==> config.mk <==
export PLATFORM = sky130hd
export DESIGN_NAME = afu_top
export DESIGN_NICKNAME = d
export VERILOG_FILES = /design/src/capi_pkg.sv /design/src/mmio.sv /design/src/algo_control.sv /design/src/afu_top.sv
export VERILOG_INCLUDE_DIRS = /design/src
export SDC_FILE = /design/constraint.sdc
export NUM_CORES = 1
export LEC_CHECK = 0
export ABC_AREA = 1
export ABC_CLOCK_PERIOD_IN_PS = 2400
export BUFFER_PORTS_ARGS = -buffer_cell sky130_fd_sc_hd__buf_2
export CORE_MARGIN = 2
export CORE_UTILIZATION = 40
export CTS_CLUSTER_SIZE = 24
export DETAILED_ROUTE_END_ITERATION = 10
export GPL_ROUTABILITY_DRIVEN = 0
export PLACE_DENSITY = 0.65
export RECOVER_POWER = 100
export SYNTH_ARGS = -nofsm -noshare
export SYNTH_HDL_FRONTEND = slang
export SYNTH_SLANG_ARGS = --single-unit
==> constraint.sdc <==
create_clock -name clock -period 2.4 [get_ports clock]
set_input_delay 0.12 -clock clock [delete_from_list [all_inputs] [get_ports clock]]
set_output_delay 0.12 -clock clock [all_outputs]
set_load 0.01 [all_outputs]
==> src/capi_consts.svh <==
`ifndef CAPI_CONSTS_SVH
`define CAPI_CONSTS_SVH

// Register space word addresses, doubleword aligned
`define ALGO_REQUEST 24'h00_0010
`define ALGO_STATUS  24'h00_0012
`define ERROR_REG    24'h00_0014

// AFU descriptor contents
// Dedicated process programming model
`define DESC_PROG_MODEL 16'h8010
// Interrupts per process, process count, config record count, model
`define DESC_WORD0      {16'h0000, 16'h0001, 16'h0001, `DESC_PROG_MODEL}
`define DESC_CR_LEN     56'h00_0000_0000_0001
`define DESC_CR_OFFSET  64'h0000_0000_0000_0100

// Fields of the algorithm request register, bit 0 is the MSB
`define ALGO_START_BIT 0
`define ALGO_COUNT_LSB 32

// Request sampled to ack, in clock cycles
`define PIPE_DEPTH 5

`endif

==> src/capi_pkg.sv <==
package capi_pkg;

  // Host MMIO request from the service layer
  typedef struct packed {
    logic        valid;
    logic        cfg;
    logic        read;
    logic        doubleword;
    logic [0:23] address;
    logic        address_parity;
    logic [0:63] data;
    logic        data_parity;
  } mmio_in_t;

  // Response back to the service layer
  typedef struct packed {
    logic        ack;
    logic [0:63] data;
    logic        data_parity;
  } mmio_out_t;

  // AFU descriptor, one field group per doubleword
  typedef struct packed {
    logic [0:15]  num_ints_per_process;
    logic [0:15]  num_of_processes;
    logic [0:15]  num_of_afu_crs;
    logic [0:15]  req_prog_model;
    // Words 1 to 3
    logic [0:191] reserved_1;
    logic [0:7]   reserved_2;
    logic [0:55]  afu_cr_len;
    logic [0:63]  afu_cr_offset;
    logic [0:5]   reserved_3;
    logic         psa_per_process_required;
    logic         psa_required;
    logic [0:55]  psa_length;
    logic [0:63]  psa_offset;
    // No error buffer, the table ends with its length word
    logic [0:7]   reserved_4;
    logic [0:55]  afu_eb_len;
  } afu_descriptor_t;

  localparam int unsigned desc_words = 9;

  // Algorithm status register layout
  typedef struct packed {
    logic        busy;
    logic        done;
    logic [0:29] reserved;
    logic [0:31] count;
  } algo_status_t;

  // Parity bit that makes the total count of ones odd
  function automatic logic odd_parity(logic [0:63] value);
    return ~(^value);
  endfunction

  // Doubleword lookup, zero past the end of the table
  function automatic logic [0:63] read_afu_descriptor(afu_descriptor_t desc,
                                                      logic [0:22] index);
    logic [0:desc_words-1][0:63] words;
    words = desc;
    if (index < 23'(desc_words)) begin
      return words[index[19:22]];
    end
    return '0;
  endfunction

endpackage

==> src/mmio.sv <==
`timescale 1ns/1ps
`include "capi_consts.svh"

module mmio (
  input  logic                 clock,
  input  logic                 rstn,
  input  capi_pkg::mmio_in_t   mmio_in,
  output capi_pkg::mmio_out_t  mmio_out,
  input  logic [0:63]          algorithm_status,
  input  logic [0:63]          report_errors,
  output logic [0:63]          algorithm_requests,
  output logic                 report_errors_ack,
  output logic [0:1]           mmio_errors
);

  localparam logic [0:63] desc_word0 = `DESC_WORD0;

  capi_pkg::afu_descriptor_t afu_desc;

  // Stage 1, input latch
  capi_pkg::mmio_in_t req_s1;
  logic               valid_s1;
  logic               addr_par_calc;
  logic               data_par_calc;

  // Stage 2, decode
  logic               cfg_rd_s2;
  logic               cfg_wr_s2;
  logic               reg_rd_s2;
  logic               reg_wr_s2;
  logic               dw_s2;
  logic [0:23]        addr_s2;
  logic [0:63]        wdata_s2;
  logic [0:1]         err_s2;

  // Stage 3, second latch with descriptor lookup
  logic               cfg_rd_s3;
  logic               cfg_wr_s3;
  logic               reg_rd_s3;
  logic               reg_wr_s3;
  logic               dw_s3;
  logic [0:23]        addr_s3;
  logic [0:63]        wdata_s3;
  logic [0:63]        cfg_word_s3;
  logic [0:1]         err_s3;

  // Stage 4 and 5, data and output
  logic               ack_s4;
  logic [0:63]        data_out;
  logic [0:1]         err_s4;
  logic               ack_s5;
  logic [0:63]        rdata_s5;
  logic               rpar_s5;

  assign afu_desc.num_ints_per_process     = desc_word0[0:15];
  assign afu_desc.num_of_processes         = desc_word0[16:31];
  assign afu_desc.num_of_afu_crs           = desc_word0[32:47];
  assign afu_desc.req_prog_model           = desc_word0[48:63];
  assign afu_desc.reserved_1               = '0;
  assign afu_desc.reserved_2               = '0;
  assign afu_desc.afu_cr_len               = `DESC_CR_LEN;
  assign afu_desc.afu_cr_offset            = `DESC_CR_OFFSET;
  assign afu_desc.reserved_3               = '0;
  assign afu_desc.psa_per_process_required = 1'b0;
  assign afu_desc.psa_required             = 1'b1;
  assign afu_desc.psa_length               = '0;
  assign afu_desc.psa_offset               = '0;
  assign afu_desc.reserved_4               = '0;
  assign afu_desc.afu_eb_len               = '0;

////////////////////////////////////////////////////////////////////////////
// Input latch and decode
////////////////////////////////////////////////////////////////////////////

  always_ff @(posedge clock or negedge rstn) begin
    if (!rstn) begin
      valid_s1 <= 1'b0;
    end else begin
      valid_s1 <= mmio_in.valid;
    end
  end

  always_ff @(posedge clock) begin
    req_s1 <= mmio_in;
  end

  // Recomputed parity of what the host sent
  assign addr_par_calc = capi_pkg::odd_parity({40'd0, req_s1.address});
  assign data_par_calc = capi_pkg::odd_parity(req_s1.data);

  always_ff @(posedge clock or negedge rstn) begin
    if (!rstn) begin
      cfg_rd_s2 <= 1'b0;
      cfg_wr_s2 <= 1'b0;
      reg_rd_s2 <= 1'b0;
      reg_wr_s2 <= 1'b0;
      err_s2    <= 2'b00;
    end else begin
      cfg_rd_s2 <= valid_s1 &  req_s1.cfg &  req_s1.read;
      cfg_wr_s2 <= valid_s1 &  req_s1.cfg & ~req_s1.read;
      reg_rd_s2 <= valid_s1 & ~req_s1.cfg &  req_s1.read;
      reg_wr_s2 <= valid_s1 & ~req_s1.cfg & ~req_s1.read;
      // Data parity only counts on writes
      err_s2[0] <= valid_s1 & ~req_s1.read & (data_par_calc != req_s1.data_parity);
      err_s2[1] <= valid_s1 & (addr_par_calc != req_s1.address_parity);
    end
  end

  always_ff @(posedge clock) begin
    dw_s2    <= req_s1.doubleword;
    addr_s2  <= req_s1.address;
    wdata_s2 <= req_s1.data;
  end

  always_ff @(posedge clock or negedge rstn) begin
    if (!rstn) begin
      cfg_rd_s3 <= 1'b0;
      cfg_wr_s3 <= 1'b0;
      reg_rd_s3 <= 1'b0;
      reg_wr_s3 <= 1'b0;
      err_s3    <= 2'b00;
    end else begin
      cfg_rd_s3 <= cfg_rd_s2;
      cfg_wr_s3 <= cfg_wr_s2;
      reg_rd_s3 <= reg_rd_s2;
      reg_wr_s3 <= reg_wr_s2;
      err_s3    <= err_s2;
    end
  end

  always_ff @(posedge clock) begin
    dw_s3       <= dw_s2;
    addr_s3     <= addr_s2;
    wdata_s3    <= wdata_s2;
    cfg_word_s3 <= capi_pkg::read_afu_descriptor(afu_desc, addr_s2[0:22]);
  end

////////////////////////////////////////////////////////////////////////////
// Register access and read data
////////////////////////////////////////////////////////////////////////////

  always_ff @(posedge clock or negedge rstn) begin
    if (!rstn) begin
      ack_s4             <= 1'b0;
      err_s4             <= 2'b00;
      data_out           <= '0;
      algorithm_requests <= '0;
      report_errors_ack  <= 1'b0;
    end else begin
      ack_s4            <= cfg_rd_s3 | cfg_wr_s3 | reg_rd_s3 | reg_wr_s3;
      err_s4            <= err_s3;
      report_errors_ack <= 1'b0;
      if (reg_wr_s3 && addr_s3 == `ALGO_REQUEST) begin
        algorithm_requests <= wdata_s3;
      end
      if (cfg_rd_s3) begin
        // Word reads repeat the selected half
        if (dw_s3) begin
          data_out <= cfg_word_s3;
        end else if (addr_s3[23]) begin
          data_out <= {cfg_word_s3[32:63], cfg_word_s3[32:63]};
        end else begin
          data_out <= {cfg_word_s3[0:31], cfg_word_s3[0:31]};
        end
      end else if (reg_rd_s3) begin
        case (addr_s3)
          `ALGO_STATUS: data_out <= algorithm_status;
          `ERROR_REG: begin
            data_out          <= report_errors;
            report_errors_ack <= 1'b1;
          end
          default: data_out <= data_out;
        endcase
      end
    end
  end

  always_ff @(posedge clock or negedge rstn) begin
    if (!rstn) begin
      ack_s5      <= 1'b0;
      mmio_errors <= 2'b00;
    end else begin
      ack_s5      <= ack_s4;
      mmio_errors <= err_s4;
    end
  end

  always_ff @(posedge clock) begin
    rdata_s5 <= data_out;
    rpar_s5  <= capi_pkg::odd_parity(data_out);
  end

  assign mmio_out = '{ack: ack_s5, data: rdata_s5, data_parity: rpar_s5};

  // One ack per request, fixed latency
  a_ack_latency: assert property (@(posedge clock) disable iff (!rstn)
    mmio_out.ack == $past(mmio_in.valid, `PIPE_DEPTH));

  // Error clear strobe leads the ack of its read
  a_err_ack_order: assert property (@(posedge clock) disable iff (!rstn)
    report_errors_ack |=> mmio_out.ack);

endmodule

==> src/algo_control.sv <==
`timescale 1ns/1ps
`include "capi_consts.svh"

module algo_control (
  input  logic        clock,
  input  logic        rstn,
  input  logic [0:63] algorithm_requests,
  input  logic [0:1]  mmio_errors,
  input  logic        report_errors_ack,
  output logic [0:63] algorithm_status,
  output logic [0:63] report_errors
);

  logic                   start_req;
  logic                   start_q;
  logic                   start_edge;
  logic [0:31]            job_count;
  logic [0:31]            remaining;
  logic [0:31]            completed;
  logic                   busy;
  logic                   done;
  logic                   data_error;
  logic                   address_error;
  capi_pkg::algo_status_t status;

  assign start_req  = algorithm_requests[`ALGO_START_BIT];
  assign job_count  = algorithm_requests[`ALGO_COUNT_LSB +: 32];
  assign start_edge = start_req & ~start_q;

  always_ff @(posedge clock or negedge rstn) begin
    if (!rstn) begin
      start_q <= 1'b0;
    end else begin
      start_q <= start_req;
    end
  end

////////////////////////////////////////////////////////////////////////////
// Counted job
////////////////////////////////////////////////////////////////////////////

  always_ff @(posedge clock or negedge rstn) begin
    if (!rstn) begin
      busy      <= 1'b0;
      done      <= 1'b0;
      remaining <= '0;
      completed <= '0;
    end else if (busy) begin
      if (remaining != '0) begin
        remaining <= remaining - 32'd1;
        completed <= completed + 32'd1;
      end
      // Last iteration, or an empty job
      if (remaining <= 32'd1) begin
        busy <= 1'b0;
        done <= 1'b1;
      end
    end else if (start_edge) begin
      busy      <= 1'b1;
      done      <= 1'b0;
      remaining <= job_count;
      completed <= '0;
    end
  end

  assign status = '{busy: busy, done: done, reserved: '0, count: completed};
  assign algorithm_status = status;

  // Sticky bits, a new error beats the clear
  always_ff @(posedge clock or negedge rstn) begin
    if (!rstn) begin
      data_error    <= 1'b0;
      address_error <= 1'b0;
    end else begin
      data_error    <= mmio_errors[0] | (data_error & ~report_errors_ack);
      address_error <= mmio_errors[1] | (address_error & ~report_errors_ack);
    end
  end

  assign report_errors = {62'd0, data_error, address_error};

  a_busy_done: assert property (@(posedge clock) disable iff (!rstn)
    !(busy && done));

endmodule

==> src/afu_top.sv <==
`timescale 1ns/1ps

module afu_top (
  input  logic                clock,
  input  logic                rstn,
  input  capi_pkg::mmio_in_t  mmio_in,
  output capi_pkg::mmio_out_t mmio_out,
  output logic [0:1]          mmio_errors
);

  logic [0:63] algorithm_requests;
  logic [0:63] algorithm_status;
  logic [0:63] report_errors;
  logic        report_errors_ack;

  // Host facing MMIO decoder
  mmio mmio_i (
    .clock              (clock),
    .rstn               (rstn),
    .mmio_in            (mmio_in),
    .mmio_out           (mmio_out),
    .algorithm_status   (algorithm_status),
    .report_errors      (report_errors),
    .algorithm_requests (algorithm_requests),
    .report_errors_ack  (report_errors_ack),
    .mmio_errors        (mmio_errors)
  );

  // Job control and error collection
  algo_control algo_control_i (
    .clock              (clock),
    .rstn               (rstn),
    .algorithm_requests (algorithm_requests),
    .mmio_errors        (mmio_errors),
    .report_errors_ack  (report_errors_ack),
    .algorithm_status   (algorithm_status),
    .report_errors      (report_errors)
  );

endmodule

; Yosys cells after proc, flatten, opt, wreduce, memory -nomap -nowiden
; Memory sizes are Yosys's and may differ from the RTL's. A register that Yosys moved wholly into a read port is not among the register bits.
; Index checks and enable logic that the tools add are counted.
[word_totals]
register_bits = 553
rom_bits = 1024
input_bits = 96
out_inout_bits = 68
word_cells = 110
memories = 1
[op_classes]
addsub = 2
order_cmp = 2
n_eq_ne = 7
mux = 21
n_bitwise = 25
n_reduce_logical = 12
[mem_list]
columns = memory, depth, width, rd, rd_clocked_by_memory_dff, wr, line
row1 = (no name shown), 16, 64, 1, 1, 0, capi_pkg.sv:64  ; return words[index[19:22]];
[op_table]
columns = operator, n
row1 = $mux W64, 4
row2 = $mux W32, 6
row3 = $reduce_xor A64 Y1, 3
row4 = $pmux W64 S2, 1
row5 = $eq A24 B5 Y1 const B, 3
row6 = $add A32 B1 Y32 const B, 1
row7 = $le A32 B1 Y1 const B, 1
row8 = $reduce_bool A32 Y1, 1
row9 = $sub A32 B1 Y32 const B, 1
row10 = $lt A23 B4 Y1 const B, 1
row11 = $and A1 B1 Y1, 12
row12 = $mux W1, 10
row13 = $not A1 Y1, 7
row14 = $reduce_and A2 Y1, 3
row15 = $not A4 Y5, 1
row16 = $or A1 B1 Y1, 5
row17 = $ne A2 B2 Y1 const B, 2
row18 = $reduce_bool A2 Y1, 2
row19 = $reduce_bool A3 Y1, 1
row20 = $ne A1 B1 Y1, 2
row21 = $logic_and A1 B1 Y1, 1
row22 = $logic_not A1 Y1, 1

; Depth between registers and ports, before layout
[depth]
ltp_word = 4
ltp_mapped = 18
mapped_depth_nobuf = 18

; Cells and area by module
; Synthesis repeated with hierarchy kept, for this count alone.
[unflattened]
cells_unflattened = 2296
area_unflattened_um2 = 21200.3
[by_module_without_submodules]
columns = module, instances, cells_each, area_each_um2, seq_area_each_um2
row1 = mmio, 1, 1435, 15590.0, 10510.1
row2 = algo_control, 1, 861, 5610.4, 1726.7

; Worst setup path before layout
; OpenSTA, ideal clock, no wires.
[synth_timing]
path_kind = register to register
startpoint = reg algo_control_i.remaining[31] (netlist bit)
endpoint = reg algo_control_i.completed[5] (netlist bit)
setup_ns = 0.124
arrival_time_ns = 1.763
required_ns = 2.276
setup_slack_ns = 0.513
stages_incl_launch_ff = 14
n_path_buf = 0
period_less_slack_ns = 1.887
path_cell_list = dfrtp_1 > inv_1 > ha_1 > nand2_1 > nor2_1 > nand3_2 > nor2_2 > nor2_2 > nand3_1 > or2_1 > nor2_2 > nand2_1 > nand3_1 > o21ai_1
[synth_between]
elab_chain_cells = 3
[synth_lines]
columns = element, line
row1 = start: declaration, algo_control.sv:18  ; logic [0:31] remaining;
row2 = start signal: assignment, algo_control.sv:50  ; remaining <= remaining - 32'd1;
row3 = start signal: assignment, algo_control.sv:61  ; remaining <= job_count;
row4 = $reduce_bool A32 Y1, algo_control.sv:49  ; if (remaining != '0) begin
row5 = $ne A2 B2 Y1 (no source line), -
row6 = $reduce_and A2 Y1 (no source line), -
row7 = end signal: assignment, algo_control.sv:51  ; completed <= completed + 32'd1;
row8 = end: declaration, algo_control.sv:19  ; logic [0:31] completed;
; No other way between the ends.
; A chain may end at the register's enable or synchronous reset.

; Worst setup path in the final report
[layout_timing]
startpoint = reg algo_control_i.remaining[17] (netlist bit)
endpoint = reg algo_control_i.completed[14] (netlist bit)
; Same word-level chain as after synthesis.

==> results.md <==
* FFs w/ async S/R, synth at 38.8%
* First-pass GRT wire length at between 50000 and 60000 microns
* Critical Path Most Common Cell: nor2_1
* Hold crit path type: in2reg
* CORE AREA at 37800 sq um
* Peak supply drop at between 0.6 and 0.7 mV
* CTS Buf Count at 43
* Most frequent cell after synthesis: nand2_1
* Vias at 11530
* RSZ-0062 raised after global routing: false
* Worst setup SP type: flip-flop
* Post-synth EDFFs at 0
* CP startpoint: algo_control_i.remaining[17]
* Fin area at 19100 sq um
* Pwr per Cell Area at about 800 nW/um^2
* Post-Route WL at roughly 31000 microns
* Maximum clock insertion buffer count at 3
* Synth Flop Type: dfxtp_1
* Critical path fanouts, max at 13
* Max-slew violations at 60
* Worst-path clk slew at around 60 ps
* Synth cell count leaders: nand2_1, dfxtp_1, inv_1, dfrtp_1, nor2_1
* Die H at 200 microns
* Relative slew slack at -1.30%
* Place WS at 65.6 ps
* Arrival time worst endpoint at 2610 ps
* DRT Pass-1 Iters at 7
* Ports at 164
* Mean post-synth cell area at 8.92 sq um
* Clock Latency Late Sink at 560 ps
* Failing checks: max-capacitance violations, max-slew violations
* Setup violators final at 0
* Layout area overhead at 23.5%
* Setup fix buffers added after clock tree synthesis at 0
* Post-route ant nets at 0
* Ant diodes at 0
* Port bufs at 139
* # Max-Cap Violations at 1
* CTS HTree Levels at 2
* Die X at ~200 microns
* DRC viols at 0
* Cell area after synthesis at 15400 sq um
* DP HPWL at 21200 microns
* Required time of the critical path at approximately 2800 ps
* GRT Util Overall at 15.8%
* Yosys top cell area share at about a third
* Cell taking the most area after synthesis: dfxtp_1
* Hold Vio Cnt, Final at 0
* Met3 Usage GRT at 2.87%
* Yosys warning total at 0
* Setup tns final at 0 ps
* Share of layout cells above drive strength 1 at 10.3%
* Pwr Total at between 15000 and 20000 uW
* Starting DRT DRC Count at around 560
* Seq cells post-synth at 412
* Largest stage delay, worst path at about 400 ps
* Tmin final at 2170 ps
* FF-to-FF path depth at 12
* Starting Density at between 40 and 50%
* Register area share after synthesis at roughly three fifths
* Status: finished with violations
* Slowest stage cell, crit path: dfrtp_1
* Min-delay src: mmio_in[22]
* Row cnt at 71
* Grt met1 use at 19.5%
* Final Net Count at 2090
* Static leakage at 0.00929 uW
* Synth unique cells at between 50 and 60
* Total grt overflow at 0
* CP Capture Type: flip-flop
* Worst Hold Path Cells at 2
* CTS tree: yes
* Die area at 40200 sq um
* Clock tree root buffer cell: clkbuf_16
* M2 GR Usage at 27.9%
* Crit path buf inv count at 2
* Most area-consuming cells after synthesis: dfxtp_1, dfrtp_1, nand2_1
* Post-route worst setup slack at around 230 ps
* Mapped Cells at 1731
* Placed cell area at 16700 sq um
* Critical-path cell list: nor2_1 -> inv_1 -> nor2_1 -> nand3_2 -> nor2_2 -> nor2_4 -> inv_4 -> nand2_4 -> nand2_1 -> nor3_2 -> o21ai_0 -> a21oi_1
* F_max at 461 MHz
* Core Util, Final at 50.4%
* Most heavily used metal layer in global routing: met2
* Antenna violations before repair at 0
* Largest delay share family, worst path: simple AND/OR/NAND/NOR gates
* Vias in the first global route at 11329
* Pin count of the biggest net entering global routing at 60
* Period utilisation layout at 90.3%
* Avg Vias per Cell at 4.54
* CP Class: reg2reg
* Num Clock Sinks at 412
* Worst-Margin Slew at 1520 ps
* Worst Clk Skew at around 21 ps
* Critical path depth at 12
* Critical R2R Launch: algo_control_i.remaining[17]
* WL/cell at around 12 microns
sequential cells by signal, indices dropped and copies added, names as in the netlist, 32 cells and up:
signal	cells
mmio_i.wdata_s3	33
mmio_i.rdata_s5	38
algo_control_i.completed	32
mmio_i.req_s1	93
mmio_i.data_out	38
mmio_i.wdata_s2	33
mmio_i.algorithm_requests	33
algo_control_i.remaining	32
cell usage in the layout (no fill, tap or decap), types with 4 or more instances in the layout:
| cell | instances |
|---|---|
| nor2_1 | 116 |
| buf_2 | 85 |
| o21ai_0 | 85 |
| xnor2_1 | 57 |
| clkbuf_16 | 47 |
| mux2i_1 | 14 |
| inv_1 | 190 |
| conb_1 | 24 |
| inv_2 | 6 |
| nand3_1 | 48 |
| clkbuf_1 | 59 |
| o21ai_1 | 6 |
| clkinv_2 | 5 |
| nand2_1 | 511 |
| dfxtp_1 | 252 |
| a21oi_1 | 59 |
| nor3_4 | 4 |
| inv_4 | 5 |
| a31oi_1 | 5 |
| buf_4 | 9 |
| nor3_1 | 24 |
| xor2_1 | 36 |
| dfrtp_1 | 160 |
| clkbuf_2 | 5 |
| nand4_1 | 10 |
| nor2_2 | 6 |
| clkbuf_8 | 13 |
| o31ai_1 | 17 |
| dlygate4sd3_1 | 95 |
| nor4_1 | 13 |
| o211ai_1 | 10 |
routing by layer:
| layer | share of wire (%) | vias up |
|---|---|---|
| met1 | 43 | 5263 |
| met3 | 5.2 | 56 |
| li1 | - | 5939 |
| met5 | 0 | - |
| met4 | 2.3 | 0 |
| met2 | 49 | 272 |
what timing repair did:
item | in CTS | in global routing
resized for setup | 0 | 4
endpoints found under the hold margin | 195 | 0
endpoints found under the setup margin | 0 | 27
hold buffers | 95 | 0
area by class of cell:
cell class,instances,area [sq um]
Fill cell,3588,18800
Sequential cell,412,9050
Multi-Input combinational cell,1082,5340
Timing Repair Buffer,253,1740
Clock buffer,64,1370
Inverter,199,749
Tap cell,511,639
Clock inverter,16,181
cells by family (layout without fill, tap and decap cells):
| logic type | after synthesis | count (layout) | synth area share (%) |
|---|---|---|---|
| adder cells (fa/ha/maj) | 3 | 3 | 0.243 |
| buffers and inverters | 260 | 532 | 7.34 |
| flip-flops | 412 | 412 | 58.6 |
| other | 1 | 24 | 0.0243 |
| multiplexers | 14 | 14 | 0.907 |
| AO/OA/AOI/OAI | 193 | 193 | 6.93 |
| XOR/XNOR | 93 | 93 | 5.27 |
| AND/OR/NAND/NOR | 755 | 755 | 20.7 |
per-stage QoR:
| step | hold WS, ps | instances |
|---|---|---|
| finish | 194 | 2537 |
| global route | 186 | 2537 |
| CTS | 114 | 2537 |
| detailed placement | 128 | 2362 |
| global placement | 122 | 2362 |
| floorplan | -176 | 1754 |
path summary, 6_finish.rpt:
check	end	slack (ps)
hold / removal	mmio_i.req_s1[22]	190
hold reg to reg	mmio_i.wdata_s3[57]	320
max in group asynchronous	mmio_i.data_out[34]	490
min in group asynchronous	mmio_i.data_out[23]	460
setup / recovery	algo_control_i.completed[14]	230
setup reg to reg	algo_control_i.completed[14]	230
report_power, final:
| part | switching (uW) | internal (uW) | total [uW] |
|---|---|---|---|
| registers | 145 | 7160 | 7300 |
| clock network | 2710 | 4300 | 7010 |
| logic | 496 | 411 | 907 |
worst register-to-register path: stages (launching register included):
cell	delay, ps
dfrtp_1	400
nor2_1	210
inv_1	60
nor2_1	260
nand3_2	160
nor2_2	180
nor2_4	70
inv_4	110
nand2_4	130
nand2_1	180
nor3_2	60
o21ai_0	170
a21oi_1	70
Power figures use the tool's default switching activity.
